### src/design/lane_pkg.sv
package lane_pkg;

    // Register file geometry
    localparam int VRF_DEPTH  = 256;
    localparam int VRF_AW     = 8;
    localparam int EL_IDX_W   = 10;
    localparam int MASK_DEPTH = 32;
    localparam int MASK_AW    = 5;
    localparam int R_PORTS    = 2;

    typedef enum logic [1:0] {
        SEW_8  = 2'd0,
        SEW_16 = 2'd1,
        SEW_32 = 2'd2
    } sew_e;

    typedef enum logic [2:0] {
        ALU_ADD    = 3'd0,
        ALU_SUB    = 3'd1,
        ALU_AND    = 3'd2,
        ALU_OR     = 3'd3,
        ALU_XOR    = 3'd4,
        ALU_PASS   = 3'd5,
        ALU_CMP_EQ = 3'd6,
        ALU_CMP_LT = 3'd7
    } alu_op_e;

    typedef enum logic [1:0] {
        SRC2_VS2    = 2'd0,
        SRC2_SCALAR = 2'd1,
        SRC2_IMM    = 2'd2
    } src2_e;

    typedef enum logic [1:0] {
        KIND_ALU   = 2'd0,
        KIND_MASK  = 2'd1,
        KIND_STORE = 2'd2
    } op_kind_e;

    // One VRF word, addressed as word, halfwords or bytes
    typedef union packed {
        logic [31:0]      w;
        logic [1:0][15:0] h;
        logic [3:0][7:0]  b;
    } vrf_word_u;

    typedef struct packed {
        op_kind_e            kind;
        alu_op_e             alu_op;
        src2_e               src2;
        sew_e                sew;
        logic [EL_IDX_W-1:0] vs1;
        logic [EL_IDX_W-1:0] vs2;
        logic [EL_IDX_W-1:0] vd;
        logic                signed_rd;
        logic [4:0]          imm5;
        logic                imm_signed;
        logic                masked;
        logic [31:0]         scalar;
        logic                store_sel;
    } lane_op_t;

    typedef struct packed {
        logic                valid;
        op_kind_e            kind;
        alu_op_e             alu_op;
        src2_e               src2;
        sew_e                sew;
        logic [EL_IDX_W-1:0] vd;
        logic                masked;
        logic [31:0]         imm;
        logic [31:0]         scalar;
        logic                store_sel;
    } exec_ctrl_t;

    typedef struct packed {
        logic                valid;
        logic                is_mask;
        sew_e                sew;
        logic [EL_IDX_W-1:0] vd;
        logic                masked;
        logic [31:0]         result;
        logic                mask_bit;
    } wb_req_t;

    // Word address of an element, shared by the read and write sides
    function automatic logic [VRF_AW-1:0] el_word_addr(logic [EL_IDX_W-1:0] idx, sew_e sew);
        case (sew)
            SEW_8:   return idx[VRF_AW+1:2];
            SEW_16:  return idx[VRF_AW:1];
            default: return idx[VRF_AW-1:0];
        endcase
    endfunction

endpackage

### src/design/lane_alu.sv
`timescale 1ns/100ps

module lane_alu import lane_pkg::*; (
    input  logic        clk_i,
    input  logic        rst_i,
    input  exec_ctrl_t  ctrl_i,
    input  logic [31:0] elem_a_i,
    input  logic [31:0] elem_b_i,
    output wb_req_t     wb_o,
    output logic        store_valid_o,
    output logic [31:0] store_data_o
);

    logic [31:0] op_b;
    logic [31:0] result;
    logic        cmp_bit;
    wb_req_t     wb_d;

    // Second operand source
    always_comb begin
        case (ctrl_i.src2)
            SRC2_SCALAR: op_b = ctrl_i.scalar;
            SRC2_IMM:    op_b = ctrl_i.imm;
            default:     op_b = elem_b_i;
        endcase
    end

    always_comb begin
        cmp_bit = 1'b0;
        case (ctrl_i.alu_op)
            ALU_ADD:  result = elem_a_i + op_b;
            ALU_SUB:  result = elem_a_i - op_b;
            ALU_AND:  result = elem_a_i & op_b;
            ALU_OR:   result = elem_a_i | op_b;
            ALU_XOR:  result = elem_a_i ^ op_b;
            ALU_PASS: result = op_b;
            ALU_CMP_EQ: begin
                cmp_bit = (elem_a_i == op_b);
                result  = {31'd0, cmp_bit};
            end
            default: begin
                cmp_bit = ($signed(elem_a_i) < $signed(op_b));
                result  = {31'd0, cmp_bit};
            end
        endcase
    end

    always_comb begin
        // Stores leave the lane here and never reach writeback
        wb_d.valid    = ctrl_i.valid && (ctrl_i.kind != KIND_STORE);
        wb_d.is_mask  = (ctrl_i.kind == KIND_MASK);
        wb_d.sew      = ctrl_i.sew;
        wb_d.vd       = ctrl_i.vd;
        wb_d.masked   = ctrl_i.masked;
        wb_d.result   = result;
        wb_d.mask_bit = result[0];
    end

    always_ff @(posedge clk_i) begin
        if (!rst_i) begin
            wb_o.valid <= 1'b0;
        end else begin
            wb_o <= wb_d;
        end
    end

    // Store path, straight from the extract registers
    assign store_valid_o = ctrl_i.valid && (ctrl_i.kind == KIND_STORE);
    assign store_data_o  = ctrl_i.store_sel ? elem_b_i : elem_a_i;

endmodule

### config.mk
export PLATFORM = sky130hd
export DESIGN_NAME = lane_alu
export DESIGN_NICKNAME = d
export VERILOG_FILES = /design/src/design/lane_pkg.sv /design/src/design/lane_alu.sv
export SDC_FILE = /design/constraint.sdc
export NUM_CORES = 1
export LEC_CHECK = 0
export ABC_AREA = 1
export BUFFER_PORTS_ARGS = -buffer_cell sky130_fd_sc_hd__buf_2
export CAP_MARGIN = 20
export CORE_MARGIN = 1.5
export CORE_UTILIZATION = 50
export DETAILED_ROUTE_END_ITERATION = 10
export GPL_TIMING_DRIVEN = 1
export PLACE_DENSITY = 0.79
export SLEW_MARGIN = 20
export SYNTH_ARGS = -nofsm -noshare
export SYNTH_HDL_FRONTEND = slang
export SYNTH_SLANG_ARGS = --single-unit
export TNS_END_PERCENT = 1
### constraint.sdc
create_clock -name clk_i -period 2.8 [get_ports clk_i]
set_input_delay 0 -clock clk_i [delete_from_list [all_inputs] [get_ports clk_i]]
set_output_delay 0 -clock clk_i [all_outputs]
set_load 0.05 [all_outputs]
# ---- After elaboration in Yosys (flattened, before gate mapping)
# Index checks and enable logic that the tools add are counted.
dict set report op_classes {
  mul 0
  n_reduce_logical 3
  n_shift 0
  bitwise_logic 3
  div_mod_pow 0
  n_eq_ne 12
  add_sub_neg 2
  n_lt_le_gt_ge 1
  mux 3
}
# cell count
set op_table {}
lappend op_table {{32-bit one-hot mux with 7 select lines} 1}
lappend op_table {{32-bit one-hot mux with 2 select lines} 1}
lappend op_table {{32-bit adder} 1}
lappend op_table {{32-bit bitwise AND} 1}
lappend op_table {{32-bit equality test} 1}
lappend op_table {{32-bit < comparator} 1}
lappend op_table {{32-bit two-way mux} 1}
lappend op_table {{32-bit bitwise OR} 1}
lappend op_table {{32-bit subtractor} 1}
lappend op_table {{32-bit XOR} 1}
lappend op_table {{3-bit equality test (second input constant)} 3}
lappend op_table {{3-bit by 2-bit equality test with 1-bit output (second input constant)} 2}
lappend op_table {{2-bit by 1-bit equality test with 1-bit output (second input constant)} 2}
lappend op_table {{2-bit equality test (second input constant)} 2}
lappend op_table {{3-bit by 1-bit equality test with 1-bit output (second input constant)} 1}
lappend op_table {{3-bit logical NOT} 1}
lappend op_table {{1-bit logical AND} 2}
lappend op_table {{2-bit != test (second input constant)} 1}
dict set report word_totals {
  output_inout_bits 81
  elab_cells 31
  ramBits 0
  ff_bits 48
  romBits 0
  latch_bits 0
  input_bits 152
  n_memories 0
}

# ---- Logic depth before layout (Yosys ltp)
dict set report depth {
  word_depth 4
  depth_mapped 22
  mapped_depth_nobuf 21
}

# ---- Worst setup path before layout
# Ideal clock, no wire load.
dict set report synth_path {
  path_kind {input -> register}
  from {in ctrl_i[78] in the netlist's numbering}
  to {reg wb_o[17] in the netlist's numbering (data pin)}
  setup_ns 0.257
  t_arrival_ns 2.364
  path_stages 16
  required_ns 2.543
  slack_ns 0.179
  path_buffers 1
  cell_sequence {inv_1 ha_1 inv_2 clkbuf_1 nand3_1 o21ai_0 inv_1 ha_1 fa_1 nand3_1 nand3_1 nand2_1 nand3_1 a21oi_1 xor2_1 o21ai_1}
}
dict set report synth_via {
  elab_chain_cells 4
  word_cells_on_any_way 9
  classes_between {add/sub (2); eq/ne (2); mux (2); bitwise (3)}
}
# item line_no
set synth_rtl {}
lappend synth_rtl {{from (decl)} lane_alu.sv:6} ;# input exec_ctrl_t ctrl_i,
lappend synth_rtl {{2-bit equality test or 2-bit by 1-bit equality test with 1-bit output (tied branches)} lane_alu.sv:21} ;# case (ctrl_i.src2)
lappend synth_rtl {{32-bit one-hot mux with 2 select lines (*)} lane_alu.sv:21}
lappend synth_rtl {{32-bit subtractor, or another cell as far along} lane_alu.sv:32} ;# ALU_SUB: result = elem_a_i - op_b;
lappend synth_rtl {{32-bit one-hot mux with 7 select lines (*)} lane_alu.sv:30} ;# case (ctrl_i.alu_op)
lappend synth_rtl {{via result[16]} lane_alu.sv:15} ;# logic [31:0] result;
lappend synth_rtl {{to (signal assigned)} lane_alu.sv:63} ;# wb_o <= wb_d;
lappend synth_rtl {{to (decl)} lane_alu.sv:9} ;# output wb_req_t wb_o,
# Mark *: on every way through the listed nets, which the timed path passes. The rest lies on a longest branch.
# A chain may end at the register's enable or synchronous reset.

# ---- Worst setup path in the final report
dict set report layout_path {
  from {in ctrl_i[78] in the netlist's numbering}
  to {reg wb_o[29] in the netlist's numbering (data pin)}
}
# The elaborated chain is that of the path after synthesis.

==> metrics <==
GPL Wtd Cong 1.04; ANT nets after route 0; crit-path cells buf_2, inv_1, ha_1, inv_4, buf_12, o21ai_0, ha_1, nand2_1, nand2_1, a21oi_1, nand3_2, nand2_1, nand3_1, nand3_1, nand3_1; final setup fails 0; CTS H-tree depth 2; clock tree from TritonCTS yes; initial detailed-routing violation count 1160; signed area change from the synthesized netlist to the final layout 31.9%; Req. time, crit path 2840 ps; via count of the first global-routing pass 10200; shortest period the worst path allows 2680 ps; most frequently used cell type in the post-synthesis netlist nand2_1; post-route setup slack 119 ps; Design Area, Final 0.0116 mm2; clock input transition at the sequential cells of the worst setup and hold paths 80 ps; Area contributors post-synth nand2_1 23%, edfxtp_1 16%, ha_1 14%; delay of the slowest critical-path stage 420 ps; Sinks on Clock Net 47; worst IR drop on VDD 0.329 mV; cell accounting for the most synthesized area nand2_1; Buf/Inv on CP 4; delay-heaviest family, CP simple AND/OR/NAND/NOR gates; total nets after synthesis 1826; post-layout total power 0.00522 W; critical-path cell with the highest stage delay ha_1; top flop regs wb_o (47); floorplan core area 0.0173 mm2; DRC violations left 0; register with the most flip-flops wb_o; Fill cells 1617; number of placed I/O pins 233; kind of critical path input port to flip-flop; count of cell types in the netlist 37; path type of the worst min-delay path input port to flip-flop; Final nets 2179; instance count of the mapped netlist 1570; Leak 6.79 nW; top cell type's share of synthesized area 23.2%; predominant post-synthesis flop cell edfxtp_1; IO Port Bufs 232; fraction of layout instances using a drive strength above 1 22.5%; total vias in the final route 11500; Root Buffer Master clkbuf_16; number of rows in the core area 48; maximum number of buffers from clock root to sink 2; total CTS buffers 5; outcome complete, no violations; cell types with the highest counts after synthesis 546 x nand2_1, 303 x inv_1, 138 x nand3_1; pin count of the biggest net entering global routing 65; post-synthesis cell area 0.00883 mm2; Sum Neg Setup Slack 0 ps; average wire per standard cell 16.5 um; Switching Fraction 51.3%; areal power density over the cells 448 mW/mm2; proportion of synthesized chip area in sequential cells 15.9%; number of warnings issued by yosys 0; final-report hold violation count 0; final number of max-transition violations 0; Horiz. Die Dim 136 um; RSZ-0062 raised after global routing yes; remaining global-route overflow 0; starting density of the core 51.0%; data arrival time of the worst path 2720 ps; register share of total power 17.5%; number of synthesized register bits 47; antenna diode instance count 0; Cell Area, Placed 0.0112 mm2; part of the power in the clock network 14.2%; maximum clock frequency 373 MHz; Post-synth ARST share 0%; total die area 0.0185 mm2; Final HPWL DP 29500 um; routed wire length 35500 um; mean area per synthesized cell 5.62 um2; GRT Resource Usage Total 37.9%; Worst Hold Margin 27.8 ps; DR pass1 iterations 6; proportion of power drawn by combinational gates 68.2%; Post-synth EDFFs 46; number of flip-flops under the largest register name 47; element type at the critical path start input port; Final Cycle Share 95.8%; max-cap violations 0; initial antenna violation count 1; tightest slew margin relative to the limit 40.7%; design internal power 0.00254 W; Switching Power 0.00268 W; highest fanout seen on the critical path 23; Via-to-Cell Ratio 5.36; actual slew at the worst max-slew pin 890 ps; Die Ht 136 um; Setup WS pre-CTS -310 ps; kind of end point of the critical path flip-flop; wire length of the first global-routing pass 53900 um
layer usage:
layer | track usage [%] | up-vias | wire, um
met4 | 6.15 | 2 | 527
met5 | 0 | - | 13
met2 | 56.8 | 637 | 14700
met3 | 7.31 | 50 | 4330
met1 | 56.7 | 5171 | 15900
li1 | - | 5666 | -
tightest hold or removal path, cell delays in order:
cell and delay (ps):
buf_2 80, inv_1 40, nor2_1 90
per-stage QoR:
step | util, % | cells
after floorplan | - | 1570
after global placement | 64.8 | 2124
after detailed placement | 64.8 | 2124
after CTS | 66.7 | 2147
after global routing | 67.3 | 2149
final | 67.3 | 2149
area by class of cell:
cell class | count | area, um2 | share of cell area (%)
inverters | 311 | 1170 | 10.0
multi-input cells | 1160 | 6100 | 52.4
well taps | 225 | 282 | 2.42
clock inverters | 3 | 46.3 | 0.397
repair buffers | 398 | 2520 | 21.6
clock buffers | 5 | 125 | 1.07
flip-flops and latches | 47 | 1400 | 12.0
power by group through the flow:
stage / clock network, W / registers (W) / logic (W)
floorplan: 0 / 0.00124 / 0.00175
global placement: 0 / 0.000927 / 0.00335
detailed placement: 0 / 0.000930 / 0.00339
CTS: 0.000742 / 0.000914 / 0.00342
global route: 0.000759 / 0.000923 / 0.00386
finish: 0.000743 / 0.000915 / 0.00356
cell usage in the layout, fill, tap and decap left out, types with 6 or more instances in the layout:
cell type      count
buf_4            144
nor2_1            96
ha_2               7
nand2_1          542
dlygate4sd3_1     15
o22ai_1           27
nand3_1          134
a21oi_1           64
ha_1              95
inv_2              8
nor2_2             7
clkbuf_16          6
inv_1            302
edfxtp_1          46
buf_2            232
o21bai_1           6
nand4_1            9
o21ai_0           98
a221oi_1          21
nor3_1             7
o211ai_1          10
timing repair:
| action | 4_1_cts | 5_1_grt |
|---|---|---|
| hold buffers | 15 | 0 |
| endpoints found under the hold margin | 15 | 0 |
| pin swaps | 0 | 2 |
| resized for setup | 2 | 29 |
| setup buffers | 0 | 1 |
| endpoints found under the setup margin | 1 | 20 |
| cloned | 0 | 1 |
final timing paths:
kind / end / cells after the start / start / slack [ps]
setup / recovery: wb_o[29]$_DFFE_PP_ / 15 / ctrl_i[78] / 120
hold / removal: wb_o[46]$_DFFE_PP_ / 3 / ctrl_i[83] / 30
kinds of logic after synthesis:
group / after synthesis / synth area share, %
xor gates and xnor gates: 4 / 0.397
buffers and inverters: 363 / 15.9
adders and majority gates: 104 / 14.9
AOI/OAI and AO/OA: 238 / 15.4
DFF: 47 / 15.9
and+or+nand+nor: 814 / 37.5
Power figures use the tool's default switching activity.
