==> src/design/lane_pkg.sv <==
package lane_pkg;

    // Register file geometry
    localparam int VRF_DEPTH  = 256;
    localparam int VRF_AW     = 8;
    localparam int EL_IDX_W   = 10;
    localparam int MASK_DEPTH = 32;
    localparam int MASK_AW    = 5;
    localparam int R_PORTS    = 2;

    typedef enum logic [1:0] {
        SEW_8  = 2'd0,
        SEW_16 = 2'd1,
        SEW_32 = 2'd2
    } sew_e;

    typedef enum logic [2:0] {
        ALU_ADD    = 3'd0,
        ALU_SUB    = 3'd1,
        ALU_AND    = 3'd2,
        ALU_OR     = 3'd3,
        ALU_XOR    = 3'd4,
        ALU_PASS   = 3'd5,
        ALU_CMP_EQ = 3'd6,
        ALU_CMP_LT = 3'd7
    } alu_op_e;

    typedef enum logic [1:0] {
        SRC2_VS2    = 2'd0,
        SRC2_SCALAR = 2'd1,
        SRC2_IMM    = 2'd2
    } src2_e;

    typedef enum logic [1:0] {
        KIND_ALU   = 2'd0,
        KIND_MASK  = 2'd1,
        KIND_STORE = 2'd2
    } op_kind_e;

    // One VRF word, addressed as word, halfwords or bytes
    typedef union packed {
        logic [31:0]      w;
        logic [1:0][15:0] h;
        logic [3:0][7:0]  b;
    } vrf_word_u;

    typedef struct packed {
        op_kind_e            kind;
        alu_op_e             alu_op;
        src2_e               src2;
        sew_e                sew;
        logic [EL_IDX_W-1:0] vs1;
        logic [EL_IDX_W-1:0] vs2;
        logic [EL_IDX_W-1:0] vd;
        logic                signed_rd;
        logic [4:0]          imm5;
        logic                imm_signed;
        logic                masked;
        logic [31:0]         scalar;
        logic                store_sel;
    } lane_op_t;

    typedef struct packed {
        logic                valid;
        op_kind_e            kind;
        alu_op_e             alu_op;
        src2_e               src2;
        sew_e                sew;
        logic [EL_IDX_W-1:0] vd;
        logic                masked;
        logic [31:0]         imm;
        logic [31:0]         scalar;
        logic                store_sel;
    } exec_ctrl_t;

    typedef struct packed {
        logic                valid;
        logic                is_mask;
        sew_e                sew;
        logic [EL_IDX_W-1:0] vd;
        logic                masked;
        logic [31:0]         result;
        logic                mask_bit;
    } wb_req_t;

    // Word address of an element, shared by the read and write sides
    function automatic logic [VRF_AW-1:0] el_word_addr(logic [EL_IDX_W-1:0] idx, sew_e sew);
        case (sew)
            SEW_8:   return idx[VRF_AW+1:2];
            SEW_16:  return idx[VRF_AW:1];
            default: return idx[VRF_AW-1:0];
        endcase
    endfunction

endpackage

==> src/design/lane_ctrl_pipe.sv <==
`timescale 1ns/100ps

module lane_ctrl_pipe import lane_pkg::*; (
    input  logic       clk_i,
    input  logic       rst_i,
    input  logic       op_valid_i,
    input  lane_op_t   op_i,
    output exec_ctrl_t ctrl_o
);

    exec_ctrl_t s1_d;
    exec_ctrl_t s1_q;
    exec_ctrl_t s2_q;

    always_comb begin
        s1_d.valid     = op_valid_i;
        s1_d.kind      = op_i.kind;
        s1_d.alu_op    = op_i.alu_op;
        s1_d.src2      = op_i.src2;
        s1_d.sew       = op_i.sew;
        s1_d.vd        = op_i.vd;
        s1_d.masked    = op_i.masked;
        // Immediate widened here so the ALU stage sees a full operand
        s1_d.imm       = {{27{op_i.imm_signed & op_i.imm5[4]}}, op_i.imm5};
        s1_d.scalar    = op_i.scalar;
        s1_d.store_sel = op_i.store_sel;
    end

    // Two stages to match the bank read and extract registers
    always_ff @(posedge clk_i) begin
        if (!rst_i) begin
            s1_q.valid <= 1'b0;
            s2_q.valid <= 1'b0;
        end else begin
            s1_q <= s1_d;
            s2_q <= s1_q;
        end
    end

    assign ctrl_o = s2_q;

endmodule

==> config.mk <==
export PLATFORM = sky130hd
export DESIGN_NAME = lane_ctrl_pipe
export DESIGN_NICKNAME = d
export VERILOG_FILES = /design/src/design/lane_pkg.sv /design/src/design/lane_ctrl_pipe.sv
export SDC_FILE = /design/constraint.sdc
export NUM_CORES = 1
export LEC_CHECK = 0
export ABC_AREA = 1
export BUFFER_PORTS_ARGS = -buffer_cell sky130_fd_sc_hd__buf_2
export CAP_MARGIN = 0
export CORE_AREA = 2 2 90 101
export DETAILED_ROUTE_END_ITERATION = 8
export DIE_AREA = 0 0 92 103
export PLACE_DENSITY = 0.85
export REMOVE_ABC_BUFFERS = 1
export SYNTH_ARGS = -nofsm -noshare
export SYNTH_HDL_FRONTEND = slang
export SYNTH_SLANG_ARGS = --single-unit
==> constraint.sdc <==
create_clock -name clk_i -period 1.3 [get_ports clk_i]
set_input_delay 0.13 -clock clk_i [delete_from_list [all_inputs] [get_ports clk_i]]
set_output_delay 0.13 -clock clk_i [all_outputs]
set_load 0.02 [all_outputs]
Yosys cells after proc, flatten, opt, wreduce, memory -nomap -nowiden
Index checks and enable logic that the tools add are counted.
- bits in registers: 120
- latch bits: 0
- bits in writable memories: 0
- memory bits (read-only): 0
- input bits: 83
- output and inout bits: 86
- logic and storage cells: 21
- memories kept: 0
- add/sub/neg operators: 0
- $mul: 0
- div/mod/pow operators: 0
- magnitude comparators: 0
- equality and inequality tests: 0
- shift operators: 0
- multiplexer cells: 0
- bitwise logic cells: 1
- reduce and logical (&&, ||, !) cells: 0
- operators by type and width (cell ; number):
    AND 1 bit ; 1

Depth between registers and ports, before layout
Gate-level depths: netlist of run 1.
- word-level depth: 1
- depth in mapped cells: 2

Worst setup path after synthesis of run 1
Ideal clock, no wire load.
- kind: reg2out
- from: reg, netlist name ctrl_o[38]
- to: out ctrl_o[39] (netlist bit)
- data arrival time: 1.081 ns
- required time: 1.170 ns
- path slack: 0.089 ns
- cell stages (with the launch flop): 2
- cell sequence: edfxtp_1 -> buf_4
- RTL lines (element ; line ; text):
    end, declared ; lane_ctrl_pipe.sv:8 ; output exec_ctrl_t ctrl_o
No word-level cell between the ends.

Final worst setup path of run 1
- from: reg, netlist name ctrl_o[38]
- to: out ctrl_o[53] (netlist bit)
No word-level cell between the ends.

==> results.yml, run 1 <==
timing:
  worstMarginPinSlew_ps: 281
  maxClockFrequency_ghz: 0.731
  min_period_over_period_pct: 105
  timing.final.hold_violations: 0
  period_minus_slack_ps: 1370
  fin_ws_ps: -67.9
  rsz0062_at_grt: "yes"
  fin_skew_ps: 5.19
  finalSetupViolations: 27
  maxSlewViolCount: 0
  max-slew-margin-rel_pct: 81.3
worst_setup_path:
  worst_ep_arrival_time_ps: 1240
  crit_required_ps: 1170
  worst_r2r_path_depth: 0
  crit_chain: "buf_8 -> buf_2"
  worst-path-max-fanout: 27
  worst_setup_path_start_kind: "flip-flop"
  cp_slowest_stage_delay_ps: 390
  worst_setup_path_end_kind: "output pin"
  slowest_stage: "sky130_fd_sc_hd__edfxtp_1"
  crit_type: "reg -> out"
global_route:
  globalRouteTotalUtil_pct: 14.9
  grt_pass1_vias: 2060
  grt_antenna_before_repair: 0
  globalRouteMet1Util_pct: 15.9
  grt.met2_usage_pct: 25.4
  global_route.usage.met3_pct: 6.43
  grt_max_degree: 43
  global_route.overflow_total: 0
  grt_pass1_wl_um: 10000
  gr-max-usage-layer: "met2"
die:
  rows: 36
  io_pins: 169
  fp.dieArea_mm2: 0.00948
  coreArea_mm2: 0.00856
  die_x_um: 92
  floorplan.initialDensity_pct: 44.4
  die_h_um: 103
synth:
  ys_types: 5
  synth_edf_count: 118
  synth.area.top_cells: "sky130_fd_sc_hd__edfxtp_1 93%, sky130_fd_sc_hd__buf_4 5.1%, sky130_fd_sc_hd__dfxtp_1 1.1%, sky130_fd_sc_hd__inv_1 0.30%, sky130_fd_sc_hd__nand2_1 0.30%"
  yosys_register_bits: 120
  post_syn_area_mm2: 0.00380
  post-synth-top-area-fraction_pct: 93.2
  synthesis.yosys.warnings: 0
  cell_count_after_synthesis: 152
  postSynth.asyncResetShare_pct: 0
  synth_flop_cell: "sky130_fd_sc_hd__edfxtp_1"
  synth-seq-area-share_pct: 94.3
  postSynthAreaPerCell_um2: 25.0
  yosysMostFrequentCell: "sky130_fd_sc_hd__edfxtp_1"
  post-synth-top-area-cell: "sky130_fd_sc_hd__edfxtp_1"
  commonest_cells_in_the_netlist: "118 x sky130_fd_sc_hd__edfxtp_1, 26 x sky130_fd_sc_hd__buf_4, 3 x sky130_fd_sc_hd__inv_1, 3 x sky130_fd_sc_hd__nand2_1, 2 x sky130_fd_sc_hd__dfxtp_1"
cts:
  clk-insertion-delay-late_ps: 500
  cts-htree-levels: 4
  cts_made_buffers: 17
  cts.reportedPaths.clkPinSlew_ps: 60
  post_cts_buffers: 0
  tritoncts: "done"
  clock_tree.root_cell: "sky130_fd_sc_hd__clkbuf_8"
  clock_sink_count: 120
  cts.path.max_buffers: 2
min_path:
  hold-path-cell-count: 4
  worstHoldPathType: "in -> reg"
layout:
  drive_gt1_share_pct: 49.6
  syn_to_final_growth_pct: 51.1
  finalNonFillerCells: 483
  layout.nets: 439
  n_antenna_cell: 0
drt:
  drt-wirelength-per-cell_um: 14.0
  drc_errors: 0
  drt-initial-drc-count: 114
  drt.antenna.violating_nets: 0
  drt_pre_antenna_iters: 4
  viasPerCell: 4.21
  wl_um: 6750
  via_count: 2033
job:
  cap_violations: 0
placement:
  buffer_ports.inserted: 147
  dp.cells: 391
  globalplace.congestion: 0.676
  place_hpwl_um: 3820
pwr:
  worst_ir_drop_vdd_uv: 1120
  power-per-cell-area_mw_per_mm2: 1710
  leakagePower_nw: 2.35
  total_power_mw: 9.85
outcome:
  violations: "setup timing"
  outcome: "finished, violations left"
[registers in the layout, summed over array words and instances (netlist names)]
name and cells:
ctrl_o 60, s1_q 60
[cells in the final DEF, fill, tap and decap left out]
master,Yosys,final
sky130_fd_sc_hd__clkinv_4,0,3
sky130_fd_sc_hd__bufinv_16,0,2
sky130_fd_sc_hd__inv_8,0,1
sky130_fd_sc_hd__buf_2,0,146
sky130_fd_sc_hd__clkinvlp_4,0,2
sky130_fd_sc_hd__clkbuf_16,0,16
sky130_fd_sc_hd__inv_6,0,5
sky130_fd_sc_hd__buf_12,0,3
sky130_fd_sc_hd__nand2_1,3,3
sky130_fd_sc_hd__clkinv_2,0,2
sky130_fd_sc_hd__buf_8,0,1
sky130_fd_sc_hd__inv_1,3,3
sky130_fd_sc_hd__clkbuf_8,0,1
sky130_fd_sc_hd__dfxtp_1,2,2
sky130_fd_sc_hd__edfxtp_1,118,118
sky130_fd_sc_hd__buf_4,26,1
sky130_fd_sc_hd__dlygate4sd3_1,0,60
[critical path, delay by kind of cell (launching register included)]
kind	cells	cell delay, ps
buffers and inverters	2	340
DFF	1	390
[timing repair]
action,CTS,global route
gates cloned,0,0
endpoints found under the hold margin,60,0
hold buffers,60,0
endpoints found under the setup margin,27,27
gates resized for setup,1,1
[power by group]
group | switching (mW) | internal (mW)
registers | 0.0674 | 4.58
logic | 0.430 | 0.322
clock network | 1.69 | 2.76
total | 2.18 | 7.66
[cell type report]
class / count / area, um2
clock buffers: 17 / 414
fillers: 570 / 2820
inverters: 3 / 11.3
clock inverters: 15 / 166
flip-flops and latches: 120 / 3580
repair buffers: 211 / 1410
multi-input cells: 3 / 11.3
well taps: 114 / 143
[per-layer routing]
layer | up-vias | share of wire [%] | routed length (um)
li1 | 970 | - | -
met1 | 953 | 38 | 2550
met2 | 93 | 53 | 3570
met3 | 17 | 7.0 | 476
met4 | 0 | 2.3 | 158
met5 | - | 0 | 0
[stage by stage]
step	setup TNS (ps)	setup slack [ps]	util, %	area, um2	hold slack (ps)
after floorplan	-64750	-2400	-	3610	223
after global placement	0	467	53.2	4550	307
after detailed placement	0	453	53.2	4550	308
after CTS	-1920	-74.5	67.1	5740	87.6
after global routing	-3390	-129	67.1	5740	131
final	-1670	-67.9	67.1	5740	116
[kinds of logic (layout without fill, tap and decap cells)]
kind of cell  Yosys count  in the layout  share of synthesized area [%]
buf+inv                29            246                           5.43
flops                 120            120                           94.3
simple gates            3              3                          0.296
[path summary, 6_finish.rpt]
check	endpoint	start	slack, ps
hold reg to reg	ctrl_o[20]	s1_q[20]	420
setup / recovery	ctrl_o[53]	ctrl_o[38]	-70
hold / removal	ctrl_o[85]	rst_i	120
setup reg to reg	ctrl_o[1]	s1_q[1]	640
Note: power is estimated with default switching activity, not from simulation.
==> run 2, diff against run 1 <==
--- a/config.mk
+++ b/config.mk
@@ -8,10 +8,10 @@
 export ABC_AREA = 1
 export BUFFER_PORTS_ARGS = -buffer_cell sky130_fd_sc_hd__buf_2
 export CAP_MARGIN = 0
-export CORE_AREA = 2 2 90 101
+export CORE_AREA = 2 2 98 109
 export DETAILED_ROUTE_END_ITERATION = 8
-export DIE_AREA = 0 0 92 103
-export PLACE_DENSITY = 0.85
+export DIE_AREA = 0 0 100 111
+export PLACE_DENSITY = 0.75
 export REMOVE_ABC_BUFFERS = 1
 export SYNTH_ARGS = -nofsm -noshare
 export SYNTH_HDL_FRONTEND = slang
==> results.yml, run 2 (synthesized netlist as in run 1, its figures left out) <==
outcome:
  outcome: "complete, no violations"
layout:
  final_common_cell: "sky130_fd_sc_hd__buf_2"
  drive_gt1_share_pct: 48.6
  layout.nets: 438
  syn_to_final_growth_pct: 53.0
  most_frequent_cells_in_the_layout: "144 x sky130_fd_sc_hd__buf_2, 118 x sky130_fd_sc_hd__edfxtp_1, 60 x sky130_fd_sc_hd__dlygate4sd3_1"
  final_core_utilization_pct: 57.3
  n_antenna_cell: 0
timing:
  whs_ps: 240
  maxSlewViolCount: 0
  fin_skew_ps: 6.84
  period_minus_slack_ps: 1250
  worstMarginPinSlew_ps: 410
  fin_ws_ps: 49.1
  timing.final.hold_violations: 0
  min_period_over_period_pct: 96.2
  rsz0062_at_grt: "yes"
  maxClockFrequency_ghz: 0.799
  max-slew-margin-rel_pct: 72.7
  finalSetupViolations: 0
cts:
  clk-insertion-delay-late_ps: 400
  clock_tree.root_cell: "sky130_fd_sc_hd__clkbuf_16"
  tritoncts: "done"
  clock_sink_count: 120
  cts.reportedPaths.clkPinSlew_ps: 60
  cts_made_buffers: 17
  cts-htree-levels: 4
  cts.path.max_buffers: 2
die:
  rows: 39
  die_x_um: 100
  io_pins: 169
  coreArea_mm2: 0.0101
  fp.dieArea_mm2: 0.0111
  floorplan.initialDensity_pct: 37.5
  die_h_um: 111
drt:
  via_count: 2027
  drt_pre_antenna_iters: 4
  wl_um: 6840
  drt-wirelength-per-cell_um: 13.9
  drt-initial-drc-count: 82
  drc_errors: 0
  drt.antenna.violating_nets: 0
  viasPerCell: 4.13
pwr:
  total_power_mw: 10.6
  worst_ir_drop_vdd_uv: 795
  leakagePower_nw: 2.37
  power-per-cell-area_mw_per_mm2: 1820
worst_setup_path:
  crit_type: "reg -> out"
  worst_setup_path_start_kind: "flip-flop"
  worst_ep_arrival_time_ps: 1120
  worst_setup_path_end_kind: "output pin"
  crit_required_ps: 1170
  worst-path-max-fanout: 27
global_route:
  grt_pass1_vias: 2156
  global_route.overflow_total: 0
  grt_pass1_wl_um: 10600
  grt_antenna_before_repair: 0
  globalRouteTotalUtil_pct: 13.1
  grt_max_degree: 76
job:
  cap_violations: 0
min_path:
  worstHoldPathType: "in -> reg"
placement:
  pre_cts_ws_ps: 318
  buffer_ports.inserted: 147
  place_hpwl_um: 3950
  globalplace.congestion: 0.632
## run 2: cell count changes in the layout (fill, tap and decap cells not counted), sizes merged
cell and change:
buf -1, bufinv +4, clkbuf +2, inv -6
## run 2: worst paths after layout
| path | start | endpoint | slack, ps | cells past startpoint |
|---|---|---|---|---|
| hold reg to reg | s1_q[9] | ctrl_o[9] | 420 | 0 |
| hold / removal | rst_i | s1_q[33] | 240 | 2 |
| setup / recovery | ctrl_o[38] | ctrl_o[58] | 50 | 2 |
| setup reg to reg | s1_q[18] | ctrl_o[18] | 640 | 0 |
## run 2: stage by stage
| stage | std cells | setup TNS, ps | cell area [um2] |
|---|---|---|---|
| 3_3_place_gp | 399 | 0 | 4550 |
| 5_1_grt | 491 | -57.8 | 5810 |
| 3_5_place_dp | 399 | 0 | 4550 |
| 4_1_cts | 491 | 0 | 5810 |
| 2_1_floorplan | 126 | -64750 | 3610 |
| 6_report | 491 | 0 | 5810 |
## run 2: metal layers
layer | GRT usage (%) | up-vias | wire, um
met4 | 7.03 | 0 | 157
met1 | 13.7 | 942 | 2650
met3 | 6.24 | 13 | 562
li1 | - | 966 | -
met5 | 0 | - | 0
met2 | 21.6 | 106 | 3470
## run 2: what timing repair did
item | 4_1_cts | 5_1_grt
pin swaps | 0 | 0
hold endpoints to repair | 60 | 0
cloned | 0 | 0
setup endpoints to repair | 27 | 15
gates resized for setup | 1 | 2
hold buffers | 60 | 0
buffers inserted | 0 | 0
## run 2: worst max-delay path: stages (launching register included)
cell                       delay [ps]
sky130_fd_sc_hd__edfxtp_1         380
sky130_fd_sc_hd__buf_6            170
sky130_fd_sc_hd__buf_2            170
## run 2: area by class of cell
type	count	area [um2]
fillers	790	4340
well taps	123	154
clock buffers	19	433
repair buffers	210	1400
flip-flops and latches	120	3580
clock inverters	13	226
inverters	3	11.3
multi-input cells	3	11.3
## run 2: power by group
part	internal, mW	leakage, nW	switching, mW
clock network	3.58	0.315	1.59
registers	4.58	1.17	0.0680
logic	0.316	0.888	0.421
total	8.48	2.37	2.08
