==> config.mk <==
export PLATFORM = sky130hd
export DESIGN_NAME = read_port
export DESIGN_NICKNAME = d
export VERILOG_FILES = /design/src/design/lane_pkg.sv /design/src/design/read_port.sv
export SDC_FILE = /design/constraint.sdc
export NUM_CORES = 1
export LEC_CHECK = 0
export BUFFER_PORTS_ARGS = -buffer_cell sky130_fd_sc_hd__buf_2
export CAP_MARGIN = 10
export CORE_MARGIN = 5
export CORE_UTILIZATION = 45
export CTS_CLUSTER_SIZE = 8
export DETAILED_ROUTE_END_ITERATION = 8
export PLACE_DENSITY = 0.77
export SLEW_MARGIN = 20
export SYNTH_ARGS = -nofsm -noshare
export SYNTH_HDL_FRONTEND = slang
export SYNTH_SLANG_ARGS = --single-unit
==> constraint.sdc <==
create_clock -name clk_i -period 4.7 [get_ports clk_i]
set_clock_uncertainty 0.1 [all_clocks]
set_input_delay 0.235 -clock clk_i [delete_from_list [all_inputs] [get_ports clk_i]]
set_output_delay 0.235 -clock clk_i [all_outputs]
set_load 0.005 [all_outputs]
==> src/design/lane_pkg.sv <==
package lane_pkg;

    // Register file geometry
    localparam int VRF_DEPTH  = 256;
    localparam int VRF_AW     = 8;
    localparam int EL_IDX_W   = 10;
    localparam int MASK_DEPTH = 32;
    localparam int MASK_AW    = 5;
    localparam int R_PORTS    = 2;

    typedef enum logic [1:0] {
        SEW_8  = 2'd0,
        SEW_16 = 2'd1,
        SEW_32 = 2'd2
    } sew_e;

    typedef enum logic [2:0] {
        ALU_ADD    = 3'd0,
        ALU_SUB    = 3'd1,
        ALU_AND    = 3'd2,
        ALU_OR     = 3'd3,
        ALU_XOR    = 3'd4,
        ALU_PASS   = 3'd5,
        ALU_CMP_EQ = 3'd6,
        ALU_CMP_LT = 3'd7
    } alu_op_e;

    typedef enum logic [1:0] {
        SRC2_VS2    = 2'd0,
        SRC2_SCALAR = 2'd1,
        SRC2_IMM    = 2'd2
    } src2_e;

    typedef enum logic [1:0] {
        KIND_ALU   = 2'd0,
        KIND_MASK  = 2'd1,
        KIND_STORE = 2'd2
    } op_kind_e;

    // One VRF word, addressed as word, halfwords or bytes
    typedef union packed {
        logic [31:0]      w;
        logic [1:0][15:0] h;
        logic [3:0][7:0]  b;
    } vrf_word_u;

    typedef struct packed {
        op_kind_e            kind;
        alu_op_e             alu_op;
        src2_e               src2;
        sew_e                sew;
        logic [EL_IDX_W-1:0] vs1;
        logic [EL_IDX_W-1:0] vs2;
        logic [EL_IDX_W-1:0] vd;
        logic                signed_rd;
        logic [4:0]          imm5;
        logic                imm_signed;
        logic                masked;
        logic [31:0]         scalar;
        logic                store_sel;
    } lane_op_t;

    typedef struct packed {
        logic                valid;
        op_kind_e            kind;
        alu_op_e             alu_op;
        src2_e               src2;
        sew_e                sew;
        logic [EL_IDX_W-1:0] vd;
        logic                masked;
        logic [31:0]         imm;
        logic [31:0]         scalar;
        logic                store_sel;
    } exec_ctrl_t;

    typedef struct packed {
        logic                valid;
        logic                is_mask;
        sew_e                sew;
        logic [EL_IDX_W-1:0] vd;
        logic                masked;
        logic [31:0]         result;
        logic                mask_bit;
    } wb_req_t;

    // Word address of an element, shared by the read and write sides
    function automatic logic [VRF_AW-1:0] el_word_addr(logic [EL_IDX_W-1:0] idx, sew_e sew);
        case (sew)
            SEW_8:   return idx[VRF_AW+1:2];
            SEW_16:  return idx[VRF_AW:1];
            default: return idx[VRF_AW-1:0];
        endcase
    endfunction

endpackage

==> src/design/read_port.sv <==
`timescale 1ns/100ps

module read_port import lane_pkg::*; (
    input  logic                clk_i,
    input  logic                rst_i,
    input  logic [EL_IDX_W-1:0] el_idx_i,
    input  sew_e                sew_i,
    input  logic                signed_i,
    output logic [VRF_AW-1:0]   vrf_addr_o,
    input  vrf_word_u           vrf_word_i,
    output logic [31:0]         element_o
);

    logic [1:0]  off_q;
    sew_e        sew_q;
    logic        signed_q;
    logic [7:0]  byte_sel;
    logic [15:0] half_sel;
    logic [31:0] element_d;

    assign vrf_addr_o = el_word_addr(el_idx_i, sew_i);

    // Offset and format follow the word through the bank register
    always_ff @(posedge clk_i) begin
        if (!rst_i) begin
            off_q    <= 2'd0;
            sew_q    <= SEW_32;
            signed_q <= 1'b0;
        end else begin
            off_q    <= el_idx_i[1:0];
            sew_q    <= sew_i;
            signed_q <= signed_i;
        end
    end

    always_comb begin
        byte_sel = vrf_word_i.b[off_q];
        half_sel = vrf_word_i.h[off_q[0]];
        case (sew_q)
            SEW_8: begin
                element_d = {{24{signed_q & byte_sel[7]}}, byte_sel};
            end
            SEW_16: begin
                element_d = {{16{signed_q & half_sel[15]}}, half_sel};
            end
            default: begin
                element_d = vrf_word_i.w;
            end
        endcase
    end

    always_ff @(posedge clk_i) begin
        element_o <= element_d;
    end

endmodule

-- Yosys cells after proc, flatten, opt, wreduce, memory -nomap -nowiden
Index checks and enable logic that the tools add are counted.
Widths: inputs -> output; s select.
- output and inout bits: 40
- register bits after elaboration: 37
- bitwise logic cells: 2
- reductions and logical operators: 2
- multiplexer cells: 6
- equal/unequal tests: 2
- order comparisons: 2
- operator list (cell ; number):
    $pmux 32 s2 ; 1
    $mux 16 ; 2
    $bmux 8 s2 ; 1
    $pmux 8 s2 ; 1
    $mux 8 ; 1
    $eq 2x1->1 const B ; 2
    $logic_not 2->1 ; 2
    $lt 2x3->1 const B ; 1
    $and 1x1->1 ; 2
    $lt 1x2->1 const B ; 1

-- Longest topological paths before layout
Gate-level depths: netlist of the first run.
- depth in word-level cells: 4
- depth in mapped cells: 5

-- Worst setup path before layout of the first run
No wires, ideal clock.
- path type: flip-flop to flip-flop
- from: register off_q[1]
- to: register element_o[10]
- slack: 3.025 ns
- arrival: 1.453 ns
- stages on the path, launching flop included: 6
- data required time: 4.478 ns
- cell sequence: dfxtp_1 > buf_6 > mux4_2 > and2_4 > buf_6 > a221o_1
- cells in the longest elaborated chain, start to end: 4
- RTL lines (item ; RTL line ; RTL):
    start, declared ; read_port.sv:14 ; logic [1:0] off_q;
    start signal, assigned ; read_port.sv:30 ; off_q <= el_idx_i[1:0];
    $bmux 8 s2 ; read_port.sv:37 ; byte_sel = vrf_word_i.b[off_q];
    $mux 8 (implied by the code) ; read_port.sv:37 ;
    $and 1x1->1 ; read_port.sv:41 ; element_d = {{24{signed_q & byte_sel[7]}}, byte_sel};
    $pmux 32 s2 ; read_port.sv:39 ; case (sew_q)
    named net element_d[10] ; read_port.sv:19 ; logic [31:0] element_d;
    end signal, assigned ; read_port.sv:53 ; element_o <= element_d;
    end, declared ; read_port.sv:11 ; output logic [31:0] element_o
The timed path passes the listed nets, and every way through them passes these cells. The select of a mux whose other input is x is not followed.
A chain may end at the register's enable or synchronous reset.

-- Worst setup path after layout of the first run
- from: register off_q[0]
- to: register element_o[21]
- cells in the longest elaborated chain, start to end: 4
- elaborated cells between the ends (all ways): 7
- those cells by class: mux: 5; bitwise: 2
- RTL lines (item ; RTL line):
    $bmux 8 s2 or $mux 16 (tied branches) ; read_port.sv:37, read_port.sv:38
    $mux 8 (implied by the code) or $mux 16 (tied branches) ; read_port.sv:37, read_port.sv:38
    $and 1x1->1, on equally long branches ; read_port.sv:41, read_port.sv:44
    $pmux 32 s2 (*) ; read_port.sv:39
    named net element_d[21] ; read_port.sv:19
The timed path passes the listed nets; every way through them passes the cells marked *. The select of a mux whose other input is x is not followed.

==> impl_metrics.csv, run 1 <==
group,metric,value,unit
logic_synthesis,synth.most_common_cell,"dfxtp_1",
cells_and_area,layout.cells.non_filler,299,
clock_network,cts_made_buffers,5,
floorplanning,io_pins,87,
sta,drv_slew,0,
logic_synthesis,syn_inst,172,
placement,gp_congestion,0.761,
logic_synthesis,syn_nets,219,
drt,drt-initial-drc-count,193,
sta,finalSetupTns,0,ns
logic_synthesis,synthTopCellsByArea,"dfxtp_1 (43%), mux4_1 (11%), mux2i_1 (5.3%), nand2_1 (5.3%), a221o_1 (4.7%)",
clock_network,cts_root_buf,"clkbuf_8",
floorplanning,fp.dieArea,5130,um^2
grt,overflow,0,
clock_network,clk_path_buf_depth,2,
drt,wl,4670,um
sta,finalSetupViolCount,0,
pwr,p_sw,0.000180,W
critical_path,critPathMaxFanout,20,
worst_hold_path,hold_end,"signed_q$_SDFF_PN0_",
clock_network,cts_num_sinks,37,
logic_synthesis,postSynth.asyncResetShare,0,%
floorplanning,die-height,71.7,um
worst_hold_path,min_from,"signed_i",
pwr,leakagePower,1.11,nW
placement,place_inst,291,
logic_synthesis,ys.warnings.count,0,
floorplanning,std_cell_rows,22,
clock_network,clk_latency,0.29,ns
pwr,pwr-share-seq,46.5,%
drt,vias_per_cell,5.39,
sta,rsz0062_at_grt,"false",
worst_hold_path,hp-class,"in2reg",
cells_and_area,diodes,0,
critical_path,worst_setup_path_end_kind,"flip-flop",
sta,setup_slack,2.33,ns
logic_synthesis,ys_types,25,
outcome,status,"finished, final reports clean",
clock_network,post-cts-setup-buffer-count,0,
pwr,internal-power,0.000580,W
clock_network,cts_tree,"done",
logic_synthesis,netlist_area,1710,um^2
grt,busiest_layer,"met2",
grt,use_met1,21.3,%
floorplanning,dieWidth,71.7,um
drt,dr.pass1.iters,5,
grt,grt_max_degree,23,
logic_synthesis,yosysTopAreaCellShare,43.3,%
pwr,p_comb_share,16.5,%
critical_path,critical_path_class,"reg2reg",
sta,post-route-period-util,50.4,%
pwr,clkPwrFrac,37.0,%
drt,antenna_left,0,
critical_path,r2r_slack,2.33,ns
cells_and_area,n_fill_cell,319,
drt,vias,1612,
sta,tightest_slew,0.818,ns
floorplanning,coreArea,3660,um^2
critical_path,rr_worst_depth,3,
placement,io_buffers,86,
sta,timing.hold.ws,0.0462,ns
critical_path,startpoint_type,"flip-flop",
cells_and_area,layout-drive-gt1-share,38.6,%
clock_network,cts_hold_buf,0,
clock_network,h-tree-depth,2,
critical_path,r2r_end,"element_o[21]$_DFF_P_",
critical_path,arrival,2.39,ns
grt,grt_pass1_vias,1460,
logic_synthesis,synth-edff-count,0,
logic_synthesis,synthFlopType,"dfxtp_1",
drt,drc,0,
sta,slew_headroom,45.4,%
cells_and_area,area_growth,30.8,%
critical_path,crit_required,4.72,ns
placement,preCtsSetupSlack,2.35,ns
grt,antenna_found_initial,0,
sta,hold_viol,0,
critical_path,regToRegStartpoint,"off_q[0]$_SDFF_PN0_",
logic_synthesis,ys_seq_elements,37,
grt,grt_use_met3,6.31,%
worst_hold_path,holdPathStages,2,
clock_network,ctsResizeCount,0,
pwr,power_density,340,nW/um^2
pwr,peakVddDrop,0.181,mV
drt,wl_per_cell,15.6,um
logic_synthesis,ys_seq_area_share,43.3,%
floorplanning,initial_core_util,46.7,%
logic_synthesis,yosys.area.top_type,"dfxtp_1",
grt,track_usage,17.9,%
job,drv_cap,0,
pwr,switching_share,23.7,%
logic_synthesis,synth_area_per_cell,9.94,um^2
grt,grt_pass1_wl,7130,um
clock_network,clk_pin_slew,0.08,ns
cells_and_area,fin_nets,297,
sta,period_needed,2.37,ns
placement,dp.final_hpwl,3500,um
grt,met2_usage,29.4,%
logic_synthesis,synthTopCellsByCount,"dfxtp_1 (37), nand2_1 (24), o21ai_0 (14)",
sta,max_freq,422,MHz
## layout by cell type (no fill, tap or decap)
master and instances:
nor2_1 8, nand2_1 24, nor2b_1 2, mux4_2 1, nand3b_1 1, or2_2 1, o21ai_0 14, inv_1 10
and2_1 4, nor3b_1 1, clkbuf_8 6, nand2b_1 2, a21oi_1 8, mux2i_1 9, bufinv_16 1, a311oi_1 8
a2bb2oi_2 1, dfxtp_1 37, o21ai_1 2, and2_4 1, clkbuf_1 1, a22o_1 8, a221o_1 8, mux4_1 7
buf_2 86
## power by group through the flow
| stage | logic, W | registers (W) | clock network [W] |
|---|---|---|---|
| floorplan | 0.0000657 | 0.000357 | 0 |
| global route | 0.000138 | 0.000357 | 0.000300 |
| CTS | 0.000126 | 0.000353 | 0.000284 |
| finish | 0.000125 | 0.000353 | 0.000282 |
| detailed placement | 0.000125 | 0.000360 | 0 |
| global placement | 0.000123 | 0.000359 | 0 |
## how the worst max path moves through the flow
stage	start	to	slack [ns]
after floorplan	off_q[1]$_SDFF_PN0_	element_o[10]$_DFF_P_	3.03
after global placement	off_q[0]$_SDFF_PN0_	element_o[20]$_DFF_P_	2.50
after detailed placement	off_q[0]$_SDFF_PN0_	element_o[21]$_DFF_P_	2.35
after CTS	off_q[0]$_SDFF_PN0_	element_o[21]$_DFF_P_	2.33
after global routing	off_q[0]$_SDFF_PN0_	element_o[17]$_DFF_P_	2.10
final	off_q[0]$_SDFF_PN0_	element_o[21]$_DFF_P_	2.33
## stage by stage
stage          area, um^2  utilization (%)  total power, W
3_3_place_gp         2120             57.9        0.000483
4_1_cts              2240             61.1        0.000764
2_1_floorplan        1710                -        0.000423
3_5_place_dp         2120             57.9        0.000486
5_1_grt              2240             61.1        0.000796
6_report             2240             61.1        0.000760
## flip-flops by register name (all words and copies together) (netlist names)
| register | flops |
|---|---|
| element_o | 32 |
| off_q | 2 |
| sew_q | 2 |
| signed_q | 1 |
## worst max-delay path, stage by stage (launching register included)
cell       delay [ns]
dfxtp_1          0.85
mux4_2           0.46
a2bb2oi_2        0.56
o21ai_0          0.23
## routing by layer
metal	up-vias	share of wire, %
met2	96	46
met4	0	3.1
met1	721	38
met3	14	12
met5	-	0
li1	781	-
## area by class of cell
class | instances | area, um^2 | share of cell area, %
multi-input combinational | 110 | 852 | 38.1
clock inverter | 1 | 30.0 | 1.34
inverter | 10 | 37.5 | 1.68
sequential | 37 | 741 | 33.1
clock buffer | 7 | 86.3 | 3.86
tap | 48 | 60.1 | 2.68
timing repair buffer | 86 | 430 | 19.2
## logic make-up after synthesis
logic type,share of synthesized area [%]
flops,43.3
mux,17.3
buf+inv,6.88
simple gates,11.7
compound gates,20.8
No activity file was read; power rests on OpenSTA's default activity.
==> run 2: changes to the inputs <==
==> constraint.sdc (replaced) <==
create_clock -name clk_i -period 2.4 [get_ports clk_i]
set_clock_uncertainty 0.1 [all_clocks]
set_input_delay 0.12 -clock clk_i [delete_from_list [all_inputs] [get_ports clk_i]]
set_output_delay 0.12 -clock clk_i [all_outputs]
set_load 0.005 [all_outputs]
==> run 2 against run 1 <==
- first-iteration DRC count shrank 7.3%
- design area grew 6.7%
- critical endpoint unchanged
- routed wire length grew 3.2%
- setup slack lost 1.8 ns
- largest cell class unchanged
- core utilization grew 4.1 points
- critical path type unchanged
- global-route usage grew 1.1 points
==> impl_metrics.csv, run 2 (synthesized netlist as in run 1, its figures left out) <==
group,metric,value,unit
pwr,power_density,576,nW/um^2
floorplanning,coreArea,3660,um^2
clock_network,cts_made_buffers,5,
clock_network,clk_latency,0.28,ns
sta,finalSetupTns,0,ns
sta,period_needed,1.90,ns
cells_and_area,top_regs,"element_o x32, off_q x2, sew_q x2",
grt,grt_pass1_wl,7620,um
job,drv_cap,0,
grt,grt_max_degree,18,
pwr,leakagePower,1.18,nW
grt,track_usage,19.0,%
floorplanning,std_cell_rows,22,
critical_path,worst_setup_path_end_kind,"flip-flop",
sta,rsz0062_at_grt,"false",
outcome,status,"finished, final reports clean",
floorplanning,dieWidth,71.7,um
floorplanning,die-height,71.7,um
cells_and_area,largest_reg_flops,32,
cells_and_area,area_growth,39.6,%
critical_path,r2r_slack,0.50,ns
placement,io_buffers,86,
cells_and_area,fin_nets,316,
cells_and_area,n_fill_cell,293,
drt,dr.pass1.iters,4,
placement,preCtsSetupSlack,0.525,ns
critical_path,r2r_end,"element_o[21]$_DFF_P_",
placement,dp.final_hpwl,3580,um
critical_path,critical_path_class,"reg2reg",
sta,drv_slew,0,
cells_and_area,final_core_util,65.2,%
clock_network,h-tree-depth,2,
critical_path,crit_required,2.45,ns
cells_and_area,ff_latch_area,741,um^2
critical_path,critPathMaxFanout,8,
drt,drc,0,
sta,post-route-period-util,79.1,%
cells_and_area,largest-register,"element_o",
clock_network,post-cts-setup-buffer-count,0,
pwr,peakVddDrop,0.262,mV
cells_and_area,layout-drive-gt1-share,37.8,%
worst_hold_path,min_from,"vrf_word_i[27]",
clock_network,cts_num_sinks,37,
worst_hold_path,holdPathStages,3,
clock_network,cts_tree,"done",
floorplanning,initial_core_util,46.7,%
floorplanning,fp.dieArea,5130,um^2
sta,setup_slack,0.501,ns
clock_network,clk_path_buf_depth,2,
cells_and_area,final_cell_mix,"buf_2 (86), dfxtp_1 (37), nand2_1 (24)",
drt,vias_per_cell,5.35,
drt,wl,4820,um
clock_network,clk_pin_slew,0.07,ns
critical_path,rr_worst_depth,4,
cells_and_area,layout_commonest_cell,"buf_2",
critical_path,startpoint_type,"flip-flop",
cells_and_area,multiInputGateArea,852,um^2
grt,overflow,0,
drt,vias,1701,
sta,finalSetupViolCount,0,
critical_path,regToRegStartpoint,"off_q[1]$_SDFF_PN0_",
floorplanning,io_pins,87,
grt,grt_pass1_vias,1721,
placement,gp_congestion,0.784,
drt,drt-initial-drc-count,179,
sta,hold_viol,0,
grt,antenna_found_initial,0,
sta,slew_headroom,59.9,%
worst_hold_path,hold_end,"element_o[27]$_DFF_P_",
worst_hold_path,hp-class,"in2reg",
critical_path,arrival,1.95,ns
cells_and_area,diodes,0,
clock_network,cts_root_buf,"clkbuf_8",
drt,antenna_left,0,
sta,max_freq,527,MHz
drt,wl_per_cell,15.2,um
sta,tightest_slew,0.600,ns
[run 2: changes by cell type in the layout (fill, tap and decap cells not counted)]
cell	previous run	this run
buf_4	0	4
bufinv_16	1	0
clkbuf_1	1	0
clkbuf_8	6	5
clkinv_2	0	2
clkinvlp_4	0	1
dlygate4sd3_1	0	15
[run 2: stage by stage]
stage	power (W)	instance area (um^2)	std cells	hold slack (ns)
finish	0.00137	2390	318	0.00437
CTS	0.00138	2380	317	0.00151
global route	0.00146	2390	318	0.00687
global placement	0.000950	2150	295	0.230
detailed placement	0.000954	2150	295	0.240
floorplan	0.000827	1710	172	0.0930
[run 2: area by class of cell]
| type | instances | area share (%) |
|---|---|---|
| flip-flops and latches | 37 | 31.0 |
| repair buffers | 105 | 25.6 |
| inverters | 10 | 1.57 |
| multi-input cells | 110 | 35.7 |
| clock buffers | 5 | 2.88 |
| well taps | 48 | 2.52 |
| clock inverters | 3 | 0.734 |
[run 2: worst max path at each step]
stage                                    from                     to  cells after the start
after floorplan           off_q[1]$_SDFF_PN0_  element_o[10]$_DFF_P_                      5
after global placement    off_q[1]$_SDFF_PN0_  element_o[20]$_DFF_P_                      4
after detailed placement  off_q[1]$_SDFF_PN0_  element_o[17]$_DFF_P_                      4
after CTS                 off_q[1]$_SDFF_PN0_  element_o[17]$_DFF_P_                      4
after global routing      off_q[1]$_SDFF_PN0_  element_o[20]$_DFF_P_                      4
final                     off_q[1]$_SDFF_PN0_  element_o[21]$_DFF_P_                      4
[run 2: report_power, final]
group	internal, W	leakage, nW	total, W	switching (W)
combinational	0.000152	0.827	0.000274	0.000123
clock	0.000200	0.0439	0.000414	0.000214
sequential	0.000665	0.311	0.000686	0.0000213
total	0.00102	1.18	0.00137	0.000358
[run 2: critical path: stages (launching register included)]
cell and delay [ns]:
dfxtp_1 0.54, mux4_2 0.59, a2bb2oi_2 0.26, buf_4 0.19, o21ai_0 0.09
[run 2: layer usage]
layer,track usage (%),wire (um),vias to the layer above
li1,-,-,817
met1,20.4,1820,777
met2,33.2,2370,96
met3,6.45,507,11
met4,9.39,127,0
met5,0,0,-
[run 2: repair_timing]
item	4_1_cts	5_1_grt
setup endpoints to repair	0	0
gates resized for setup	0	0
hold endpoints to repair	13	1
hold buffers	14	1
